===== config.mk =====
export PLATFORM = sky130hd
export DESIGN_NAME = mapper_mmc1_top
export DESIGN_NICKNAME = d
export VERILOG_FILES = /design/src/hw/mmc1_pkg.sv /design/src/hw/mmc1_load_if.sv /design/src/hw/sst_if.sv /design/src/hw/mapper_mmc1_top.sv /design/src/hw/mmc1_addr_map.sv /design/src/hw/mmc1_reg_file.sv /design/src/hw/mmc1_serial_loader.sv /design/src/hw/sst_bridge.sv
export VERILOG_INCLUDE_DIRS = /design/src /design/src/hw
export SDC_FILE = /design/constraint.sdc
export NUM_CORES = 1
export LEC_CHECK = 0
export ABC_CLOCK_PERIOD_IN_PS = 3850
export BUFFER_PORTS_ARGS = -buffer_cell sky130_fd_sc_hd__buf_2
export CORE_UTILIZATION = 55
export CTS_CLUSTER_SIZE = 20
export DETAILED_ROUTE_END_ITERATION = 8
export PLACE_DENSITY_LB_ADDON = 0.08
export REMOVE_ABC_BUFFERS = 1
export SLEW_MARGIN = 20
export SYNTH_ARGS = -nofsm -noshare
export SYNTH_HDL_FRONTEND = slang
export SYNTH_SLANG_ARGS = --single-unit

===== constraint.sdc =====
create_clock -name cpu_m2 -period 3.85 [get_ports cpu_m2]
set_clock_uncertainty 0.2 [all_clocks]
set_input_delay 0.77 -clock cpu_m2 [delete_from_list [all_inputs] [get_ports cpu_m2]]
set_output_delay 0.77 -clock cpu_m2 [all_outputs]
set_load 0.005 [all_outputs]

===== src/hw/mmc1_consts.svh =====
`ifndef MMC1_CONSTS_SVH
`define MMC1_CONSTS_SVH

// mapper register and shift register width
`define MMC1_REG_W 5

// save-state port
`define SST_ADDR_W 8
`define SST_NUM_REGS 5

// bank line widths, prg_addr[17:14] and chr_addr[16:12]
`define PRG_BANK_W 4
`define CHR_BANK_W 5

`endif


===== src/hw/mmc1_pkg.sv =====
`include "mmc1_consts.svh"

package mmc1_pkg;

	// shared by save-state addresses and serial target codes
	typedef enum logic [2:0]
	{
		reg_control = 3'd0,
		reg_chr0    = 3'd1,
		reg_chr1    = 3'd2,
		reg_prg     = 3'd3,
		reg_shift   = 3'd4
	} mmc1_reg_e;

	// four-phase handshake bridge
	typedef enum logic [1:0]
	{
		sst_idle,
		sst_access,
		sst_hold
	} sst_state_e;

	typedef struct packed
	{
		logic [`MMC1_REG_W-1:0] control;
		logic [`MMC1_REG_W-1:0] chr0;
		logic [`MMC1_REG_W-1:0] chr1;
		logic [`MMC1_REG_W-1:0] prg;
	} mmc1_regs_t;

endpackage


===== src/hw/mmc1_load_if.sv =====
`timescale 1ns/1ps
`include "mmc1_consts.svh"

interface mmc1_load_if;
	logic load;
	mmc1_pkg::mmc1_reg_e sel;
	logic [`MMC1_REG_W-1:0] data;
	logic abort;
	logic [`MMC1_REG_W-1:0] shift;
	// save-state restore back into the loader
	logic shift_wr;
	logic [`MMC1_REG_W-1:0] shift_val;

	modport loader (output load, sel, data, abort, shift, input shift_wr, shift_val);

	modport regs (input load, sel, data, abort, shift, output shift_wr, shift_val);
endinterface


===== src/hw/sst_if.sv =====
`timescale 1ns/1ps
`include "mmc1_consts.svh"

// one-cycle save-state access, bridge to register file
interface sst_if;
	logic act;
	logic we_reg;
	logic [`SST_ADDR_W-1:0] addr;
	logic [7:0] dato;
	logic [7:0] di;

	modport bridge
	(
		output act, we_reg, addr, dato,
		input  di
	);

	modport regs
	(
		input  act, we_reg, addr, dato,
		output di
	);
endinterface


===== src/hw/mapper_mmc1_top.sv =====
`timescale 1ns/1ps
`include "mmc1_consts.svh"

module mapper_mmc1_top
(
	input  logic cpu_m2,
	input  logic rst,
	input  logic [14:13] cpu_addr,
	input  logic cpu_d7,
	input  logic cpu_d0,
	input  logic cpu_ce_n,
	input  logic cpu_rw,
	input  logic [12:10] ppu_addr,

	input  logic sst_req,
	input  logic sst_we,
	input  logic [`SST_ADDR_W-1:0] sst_addr,
	input  logic [7:0] sst_wdata,
	output logic sst_ack,
	output logic [7:0] sst_rdata,

	output logic wram_ce,
	output logic prg_ce_n,
	output logic ciram_a10,
	output logic [`PRG_BANK_W-1:0] prg_addr,
	output logic [`CHR_BANK_W-1:0] chr_addr
);
	sst_if sst_bus();
	mmc1_load_if load_bus();
	mmc1_pkg::mmc1_regs_t regs;

	////////////////////////////////////////////////////////////
	// cpu serial path
	mmc1_serial_loader loader_i
	(
		.cpu_m2   (cpu_m2),
		.rst      (rst),
		.cpu_ce_n (cpu_ce_n),
		.cpu_rw   (cpu_rw),
		.cpu_d0   (cpu_d0),
		.cpu_d7   (cpu_d7),
		.cpu_addr (cpu_addr),
		.sst_act  (sst_bus.act),
		.load     (load_bus.loader)
	);

	mmc1_reg_file reg_file_i
	(
		.cpu_m2 (cpu_m2),
		.rst    (rst),
		.load   (load_bus.regs),
		.sst    (sst_bus.regs),
		.regs   (regs)
	);

	// save-state handshake
	sst_bridge bridge_i
	(
		.cpu_m2    (cpu_m2),
		.rst       (rst),
		.sst_req   (sst_req),
		.sst_we    (sst_we),
		.sst_addr  (sst_addr),
		.sst_wdata (sst_wdata),
		.sst_ack   (sst_ack),
		.sst_rdata (sst_rdata),
		.sst       (sst_bus.bridge)
	);

	mmc1_addr_map addr_map_i
	(
		.regs      (regs),
		.cpu_addr  (cpu_addr),
		.cpu_ce_n  (cpu_ce_n),
		.cpu_rw    (cpu_rw),
		.ppu_addr  (ppu_addr),
		.wram_ce   (wram_ce),
		.prg_ce_n  (prg_ce_n),
		.ciram_a10 (ciram_a10),
		.prg_addr  (prg_addr),
		.chr_addr  (chr_addr)
	);

endmodule


===== src/hw/mmc1_addr_map.sv =====
`timescale 1ns/1ps
`include "mmc1_consts.svh"

module mmc1_addr_map
(
	input  mmc1_pkg::mmc1_regs_t regs,
	input  logic [14:13] cpu_addr,
	input  logic cpu_ce_n,
	input  logic cpu_rw,
	input  logic [12:10] ppu_addr,
	output logic wram_ce,
	output logic prg_ce_n,
	output logic ciram_a10,
	output logic [`PRG_BANK_W-1:0] prg_addr,
	output logic [`CHR_BANK_W-1:0] chr_addr
);
	assign wram_ce  = cpu_ce_n && cpu_addr == 2'b11 && !regs.prg[4];
	assign prg_ce_n = !(!cpu_ce_n && cpu_rw);

	// one-screen or vertical/horizontal mirroring
	assign ciram_a10 = !regs.control[1] ? regs.control[0] :
		(regs.control[0] ? ppu_addr[11] : ppu_addr[10]);

	always_comb
	begin
		if (!regs.control[3])
			prg_addr = {regs.prg[3:1], cpu_addr[14]};
		else if (!regs.control[2])
			prg_addr = cpu_addr[14] ? regs.prg[3:0] : '0;
		else
			prg_addr = cpu_addr[14] ? '1 : regs.prg[3:0];
	end

	////////////////////////////////////////////////////////////
	// chr, 8k or two 4k banks
	always_comb
	begin
		if (!regs.control[4])
			chr_addr = {regs.chr0[4:1], ppu_addr[12]};
		else if (!ppu_addr[12])
			chr_addr = regs.chr0;
		else
			chr_addr = regs.chr1;
	end

endmodule


===== src/hw/mmc1_reg_file.sv =====
`timescale 1ns/1ps
`include "mmc1_consts.svh"

module mmc1_reg_file
(
	input  logic cpu_m2,
	input  logic rst,
	mmc1_load_if.regs load,
	sst_if.regs sst,
	output mmc1_pkg::mmc1_regs_t regs
);
	logic sst_wr;
	logic [`MMC1_REG_W-1:0] sst_val;
	logic [`MMC1_REG_W-1:0] rd_val;

	assign sst_wr  = sst.act && sst.we_reg;
	assign sst_val = sst.dato[`MMC1_REG_W-1:0];

	always_ff @(posedge cpu_m2)
	begin
		if (rst)
		begin
			regs.control <= 5'b11111;
			regs.chr0    <= '0;
			regs.chr1    <= '0;
			// prg bit 4 low, work ram enabled
			regs.prg     <= '0;
		end
		else if (sst_wr)
		begin
			case (sst.addr)
				`SST_ADDR_W'(mmc1_pkg::reg_control): regs.control <= sst_val;
				`SST_ADDR_W'(mmc1_pkg::reg_chr0):    regs.chr0    <= sst_val;
				`SST_ADDR_W'(mmc1_pkg::reg_chr1):    regs.chr1    <= sst_val;
				`SST_ADDR_W'(mmc1_pkg::reg_prg):     regs.prg     <= sst_val;
				default: ;
			endcase
		end
		else if (load.load)
		begin
			case (load.sel)
				mmc1_pkg::reg_control: regs.control <= load.data;
				mmc1_pkg::reg_chr0:    regs.chr0    <= load.data;
				mmc1_pkg::reg_chr1:    regs.chr1    <= load.data;
				mmc1_pkg::reg_prg:     regs.prg     <= load.data;
				default: ;
			endcase
		end
		else if (load.abort)
			regs.control[3:2] <= 2'b11;
	end

	// shift register lives in the loader
	assign load.shift_wr  = sst_wr && sst.addr == `SST_ADDR_W'(mmc1_pkg::reg_shift);
	assign load.shift_val = sst_val;

	////////////////////////////////////////////////////////////
	// save-state read mux
	always_comb
	begin
		case (sst.addr)
			`SST_ADDR_W'(mmc1_pkg::reg_control): rd_val = regs.control;
			`SST_ADDR_W'(mmc1_pkg::reg_chr0):    rd_val = regs.chr0;
			`SST_ADDR_W'(mmc1_pkg::reg_chr1):    rd_val = regs.chr1;
			`SST_ADDR_W'(mmc1_pkg::reg_prg):     rd_val = regs.prg;
			default:                             rd_val = load.shift;
		endcase
	end

	assign sst.di = (sst.addr < `SST_ADDR_W'(`SST_NUM_REGS)) ?
		{{(8 - `MMC1_REG_W){1'b0}}, rd_val} : 8'hff;

	// one act pulse per access
	a_act_pulse: assert property (@(posedge cpu_m2) disable iff (rst)
		sst.act |=> !sst.act)
		else $error("save-state act held for more than one cycle");

endmodule


===== src/hw/mmc1_serial_loader.sv =====
`timescale 1ns/1ps
`include "mmc1_consts.svh"

module mmc1_serial_loader
(
	input  logic cpu_m2,
	input  logic rst,
	input  logic cpu_ce_n,
	input  logic cpu_rw,
	input  logic cpu_d0,
	input  logic cpu_d7,
	input  logic [14:13] cpu_addr,
	input  logic sst_act,
	mmc1_load_if.loader load
);
	logic rw_q;
	logic [2:0] bit_cnt;
	logic [`MMC1_REG_W-1:0] shift_q;
	logic [`MMC1_REG_W-1:0] shift_next;
	logic wr_ok;
	logic last_bit;

	// back-to-back writes and writes under a save-state access are dropped
	assign wr_ok = !cpu_ce_n && !cpu_rw && rw_q && !sst_act;
	assign shift_next = {cpu_d0, shift_q[`MMC1_REG_W-1:1]};
	assign last_bit = bit_cnt == 3'(`MMC1_REG_W - 1);

	always_ff @(posedge cpu_m2)
	begin
		if (rst)
			rw_q <= 1'b1;
		else
			rw_q <= cpu_rw;
	end

	always_ff @(posedge cpu_m2)
	begin
		if (rst)
		begin
			bit_cnt <= 3'd0;
			shift_q <= '0;
		end
		else if (load.shift_wr)
			shift_q <= load.shift_val;
		else if (wr_ok)
		begin
			if (cpu_d7)
				bit_cnt <= 3'd0;
			else
			begin
				shift_q <= shift_next;
				bit_cnt <= last_bit ? 3'd0 : bit_cnt + 3'd1;
			end
		end
	end

	////////////////////////////////////////////////////////////
	// load pulse is sampled by the register file on this edge
	assign load.load  = wr_ok && !cpu_d7 && last_bit;
	assign load.sel   = mmc1_pkg::mmc1_reg_e'({1'b0, cpu_addr});
	assign load.data  = shift_next;
	assign load.abort = wr_ok && cpu_d7;
	assign load.shift = shift_q;

	// restore has priority over a cpu write and needs act to keep them apart
	a_restore_in_act: assert property (@(posedge cpu_m2) disable iff (rst)
		load.shift_wr |-> sst_act)
		else $error("shift restore outside a save-state access");

endmodule


===== src/hw/sst_bridge.sv =====
`timescale 1ns/1ps
`include "mmc1_consts.svh"

module sst_bridge
(
	input  logic cpu_m2,
	input  logic rst,
	input  logic sst_req,
	input  logic sst_we,
	input  logic [`SST_ADDR_W-1:0] sst_addr,
	input  logic [7:0] sst_wdata,
	output logic sst_ack,
	output logic [7:0] sst_rdata,
	sst_if.bridge sst
);
	mmc1_pkg::sst_state_e state;

	always_ff @(posedge cpu_m2)
	begin
		if (rst)
			state <= mmc1_pkg::sst_idle;
		else
		begin
			case (state)
				mmc1_pkg::sst_idle:
				begin
					if (sst_req)
						state <= mmc1_pkg::sst_access;
				end
				mmc1_pkg::sst_access:
					state <= mmc1_pkg::sst_hold;
				mmc1_pkg::sst_hold:
				begin
					// wait for the controller to release req
					if (!sst_req)
						state <= mmc1_pkg::sst_idle;
				end
				default:
					state <= mmc1_pkg::sst_idle;
			endcase
		end
	end

	// read data latched on the access cycle
	always_ff @(posedge cpu_m2)
	begin
		if (state == mmc1_pkg::sst_access)
			sst_rdata <= sst.di;
	end

	assign sst.act    = state == mmc1_pkg::sst_access;
	assign sst.we_reg = sst_we;
	assign sst.addr   = sst_addr;
	assign sst.dato   = sst_wdata;
	assign sst_ack    = state == mmc1_pkg::sst_hold;

	a_ack_needs_req: assert property (@(posedge cpu_m2) disable iff (rst)
		$rose(sst_ack) |-> $past(sst_req))
		else $error("ack raised without req");

endmodule


# After elaboration in Yosys (flattened, before gate mapping)
# Index checks and enable logic that the tools add are counted.
classes:
  n_shift: 0
  n_reduce_logical: 35
  bitwise: 1
  n_lt_le_gt_ge: 1
  mux: 31
  div_mod_pow: 0
  addsub: 1
  n_mul: 0
  eq_ne: 18
ops:
  columns: ["cell", "n"]
  rows:
  - ["2-to-1 mux 5 bit", 13]
  - ["2-to-1 mux 20 bit", 1]
  - ["one-hot mux 5 bit (4 select lines)", 1]
  - ["2-to-1 mux 17 bit", 1]
  - ["equality test 8 x 2 -> 1 bit (second input constant)", 2]
  - ["2-to-1 mux 4 bit", 4]
  - ["AND reduction 3 bit", 5]
  - ["inequality test 2 bit (second input constant)", 6]
  - ["nonzero test 2 bit", 6]
  - ["logical AND 1 bit", 11]
  - ["equality test 8 x 1 -> 1 bit (second input constant)", 1]
  - ["equality test 8 x 3 -> 1 bit (second input constant)", 1]
  - ["logical NOT 8 bit", 1]
  - ["less-than comparator 8 x 3 -> 1 bit (second input constant)", 1]
  - ["2-to-1 mux 2 bit", 4]
  - ["2-to-1 mux 8 bit", 1]
  - ["equality test 2 bit (second input constant)", 3]
  - ["logical NOT 1 bit", 6]
  - ["2-to-1 mux 3 bit", 2]
  - ["one-hot mux 2 bit (3 select lines)", 1]
  - ["AND reduction 2 bit", 3]
  - ["equality test 2 x 1 -> 1 bit (second input constant)", 2]
  - ["adder 3 x 1 -> 3 bit (second input constant)", 1]
  - ["equality test 3 bit (second input constant)", 1]
  - ["other kinds (7)", 9]
word_totals:
  n_memories: 0
  output_inout_bits: 21
  ram_bits: 0
  latch_bits: 0
  reg_bits: 39
  wordCells: 98
  mem_bits_ro: 0

# Depth between registers and ports, before layout
logic_depth:
  word_depth: 8
  ltp_mapped: 6
  depth_no_buf: 6

# Cells and area by module
# From an unflattened synthesis, not the netlist that was laid out.
hier_totals:
  cells_unflattened: 294
  area_unflattened_um2: 2588.7
by_module_without_submodules:
  columns: ["module", "seq_area_each_um2", "n_inst", "cells_per_inst", "area_per_inst_um2"]
  rows:
  - ["mmc1_reg_file", 400.4, 1, 166, 1420.1]
  - ["mmc1_serial_loader", 180.2, 1, 66, 524.3]
  - ["sst_bridge", 280.3, 1, 34, 455.4]
  - ["mmc1_addr_map", 0.0, 1, 28, 188.9]

# Least setup slack after synthesis
# No wires, ideal clock.
synth_timing:
  kind: "input port to flip-flop"
  start: "input sst_addr[1]"
  end: "register, netlist name reg_file_i.regs[5]"
  cell_stages: 4
  arrival_ns: 1.959
  slack_ns: 1.570
  n_path_buf: 1
  path_cell_list: "clkbuf_1 inv_1 o32ai_4 mux2_2"
synth_between:
  elab_chain_len: 3
synth_rtl:
  columns: ["element", "line", "text"]
  rows:
  - ["start: declaration", "mapper_mmc1_top.sv:17", "input logic [`SST_ADDR_W-1:0] sst_addr,"]
  - ["equality test 8 x 2 -> 1 bit", "mmc1_reg_file.sv:31", "case (sst.addr)"]
  - ["inequality test 2 bit (no line)", null, null]
  - ["AND reduction 3 bit (no line)", null, null]
# Every way passes these cells.
# A chain may end at the register's enable or synchronous reset.

# Final worst setup path
layout_timing:
  start: "input ppu_addr[12] in the netlist's numbering"
  end: "output chr_addr[2]"
layout_between:
  elab_chain_len: 2
layout_rtl:
  columns: ["element", "line", "text"]
  rows:
  - ["start: declaration", "mapper_mmc1_top.sv:13", "input logic [12:10] ppu_addr,"]
  - ["2-to-1 mux 5 bit", "mmc1_addr_map.sv:40", "else if (!ppu_addr[12])"]
  - ["2-to-1 mux 5 bit", "mmc1_addr_map.sv:38", "if (!regs.control[4])"]
  - ["end: declaration", "mapper_mmc1_top.sv:26", "output logic [`CHR_BANK_W-1:0] chr_addr"]
# Every way passes these cells.

==> run metrics <==
status finished clean; Int Power approximately 580 uW; Netlist Area Pre-Place between 2000 and 2500 um2; crit-path max cell delay 0.37 ns; area delta synth->final 14.7%; Die W ~64 um; Port Buffers 46; Cells after DPL 300; Final TNS setup 0 ns; async set or reset register ratio after synthesis 0%; height of the die between 60 and 70 um; CTS clk-pin slew, worst paths 0.07 ns; slew margin rel. 58.6%; fin nets 290; DIE AREA around 4200 um2; Clock Sinks 37; register area share after synthesis between 30% and 40%; # H-tree levels 2; kind of critical path input pin to primary output; final wirelength about 4600 um; largest net degree at the start of global routing 36; CP max stage cell mux2_2; First-pass DRT Iterations 4; Worst path most repeated cell buf_2; vias in the first global route 1,605; max frequency 0.395 GHz; Peak supply drop 0.177 mV; R2R setup slack between 1.5 and 2 ns; CP top delay family multiplexers; unrepaired setup endpoints after global routing false; Required @ worst endpoint ~2.9 ns; Flop pwr share a little over half; leakage power between 0.0009 and 0.001 uW; Final period util between 60% and 70%; max cap viols 0; grt ovf 0; area of the core 3690 um2; post-synthesis cell type count 46; Worst Setup Slack, final 1.32 ns; power per cell area 312 nW/um2; most common flop cell mapped by yosys dfxtp_1; most frequent cells in the layout buf_2 (46), dfxtp_1 (31), mux2_2 (20); final hold viol count 0; CTS buffer count 5; worst endpoint data arrival time between 1.5 and 2 ns; per-cell routed wire length roughly 15 um; CP Capture Type primary output; via-per-instance ratio 5.79; Total GRT Usage 24.4%; NetSw 187 uW; worst-path cell chain buf_2 -> nand2_1 -> mux2_2 -> buf_2; CP Buf/Inv Count 2; Longest Clk Path Bufs 2; Via Count roughly 1,800; YS warnings 0; Clock power frac a little over a third; WHS 0.271 ns; CTS Hold Bufs 0; Comb pwr share 11.2%; RePlAce Congestion roughly 0.78; Syn Area/Cell roughly 9.9 um2; num rows 22; I/O pins 50; Final Setup Violations 0; Antenna diodes 0; Worst Hold Class flop to flop; DP Worst Slack around 1.2 ns; #FFs+latches synth 37; Layout fillers approximately 310; number of synthesized flops with an enable pin 6; initial core utilization 58.1%; minimum clock period around 2.5 ns; first-pass GRT wire length 7580 um; TritonCTS clock tree yes; post-CTS resize count 0; most common cell after layout, fill and taps aside buf_2; worst skew pair latency 0.29 ns; Iteration-0 DRC Markers around 130; Final Max Tran Viols 0; non-filler cells, final between 300 and 400; initial antenna violation count 0; Post-Syn Instances around 220; DP HPWL 3410 um; DR DRC count 0; worst-path fanout max 5; layout cells sized above 1 approximately 33%; Sw Share between 20% and 30%; Reg area ~800 um2; ANT nets after route 0; multi-input logic area roughly 1300 um2; slew at the pin with the worst max-slew slack around 0.62 ns; Critical Path Source Type input pin; Root Driver clkbuf_8; post-CTS setup buffer count 0; Layout Utilization between 60% and 70%
## metrics by stage
stage	instance area, um2	total power (uW)
after floorplan	2080	452
after global placement	2370	498
after detailed placement	2370	499
after CTS	2460	769
after global routing	2460	800
final	2460	768
## per-layer routing
metal,track usage (%),vias up,wire [um]
met5,0,-,0
met4,7.78,0,61
met3,6.69,8,283
met2,38.7,57,2090
met1,32.1,830,2180
li1,-,888,-
## logic make-up after synthesis
group / share of synthesized area [%]
AND/OR/NAND/NOR: 24.8
AO/OA/AOI/OAI: 14.8
flip-flops: 37.4
multiplexers: 17.6
buffers and inverters: 4.26
adder cells (fa/ha/maj): 1.17
## worst paths after layout
| path | startpoint | to | cells after the start |
|---|---|---|---|
| setup / recovery | ppu_addr[12] | chr_addr[2] | 4 |
| hold / removal | loader_i.bit_cnt[1]$_SDFFE_PP0P_ | loader_i.bit_cnt[1]$_SDFFE_PP0P_ | 2 |
| setup reg to reg | bridge_i.state[0]$_SDFFE_PP0P_ | reg_file_i.regs[9]$_SDFFE_PP0P_ | 4 |
| hold reg to reg | loader_i.bit_cnt[1]$_SDFFE_PP0P_ | loader_i.bit_cnt[1]$_SDFFE_PP0P_ | 2 |
## power groups by stage
stage	sequential, uW	clock [uW]	combinational [uW]
5_1_grt	405	300	95.3
3_3_place_gp	412	0	85.3
2_1_floorplan	411	0	41.0
6_report	404	278	86.2
3_5_place_dp	412	0	86.3
4_1_cts	404	279	86.6
## sequential cells by signal, summed over array words and instances (netlist names)
signal	cells
bridge_i.state	2
loader_i.load.shift	5
loader_i.rw_q	1
bridge_i.sst_rdata	6
reg_file_i.regs	20
loader_i.bit_cnt	3
## cells in the mapped netlist (3+ instances only)
master / instances / area share [%]
a21oi_1: 16 / 3.7
a22oi_1: 3 / 1.1
a31oi_1: 4 / 1.2
and2_1: 3 / 0.88
buf_4: 4 / 1.4
clkbuf_1: 4 / 0.70
dfxtp_1: 31 / 29
edfxtp_1: 6 / 8.4
inv_1: 7 / 1.2
mux2_2: 20 / 11
mux2i_1: 4 / 1.9
mux4_2: 5 / 5.3
nand2_1: 14 / 2.5
nand2b_1: 4 / 1.2
nand3_1: 7 / 1.6
nand4_1: 5 / 1.5
nor2_1: 16 / 2.8
nor2b_1: 16 / 4.7
nor3_1: 3 / 0.70
o21ai_0: 7 / 1.6
o22a_1: 5 / 2.0
## tightest hold or removal path, cell delays in order (launching register included)
cell     delay (ns)
dfxtp_1        0.32
nand2_1        0.05
a21oi_1        0.05
## layout make-up
class	count	area share, %
multi-input combinational	162	50.9
sequential	37	32.6
timing repair buffer	46	9.36
clock buffer	8	3.66
tap	48	2.44
inverter	7	1.07
Power figures use the tool's default switching activity.
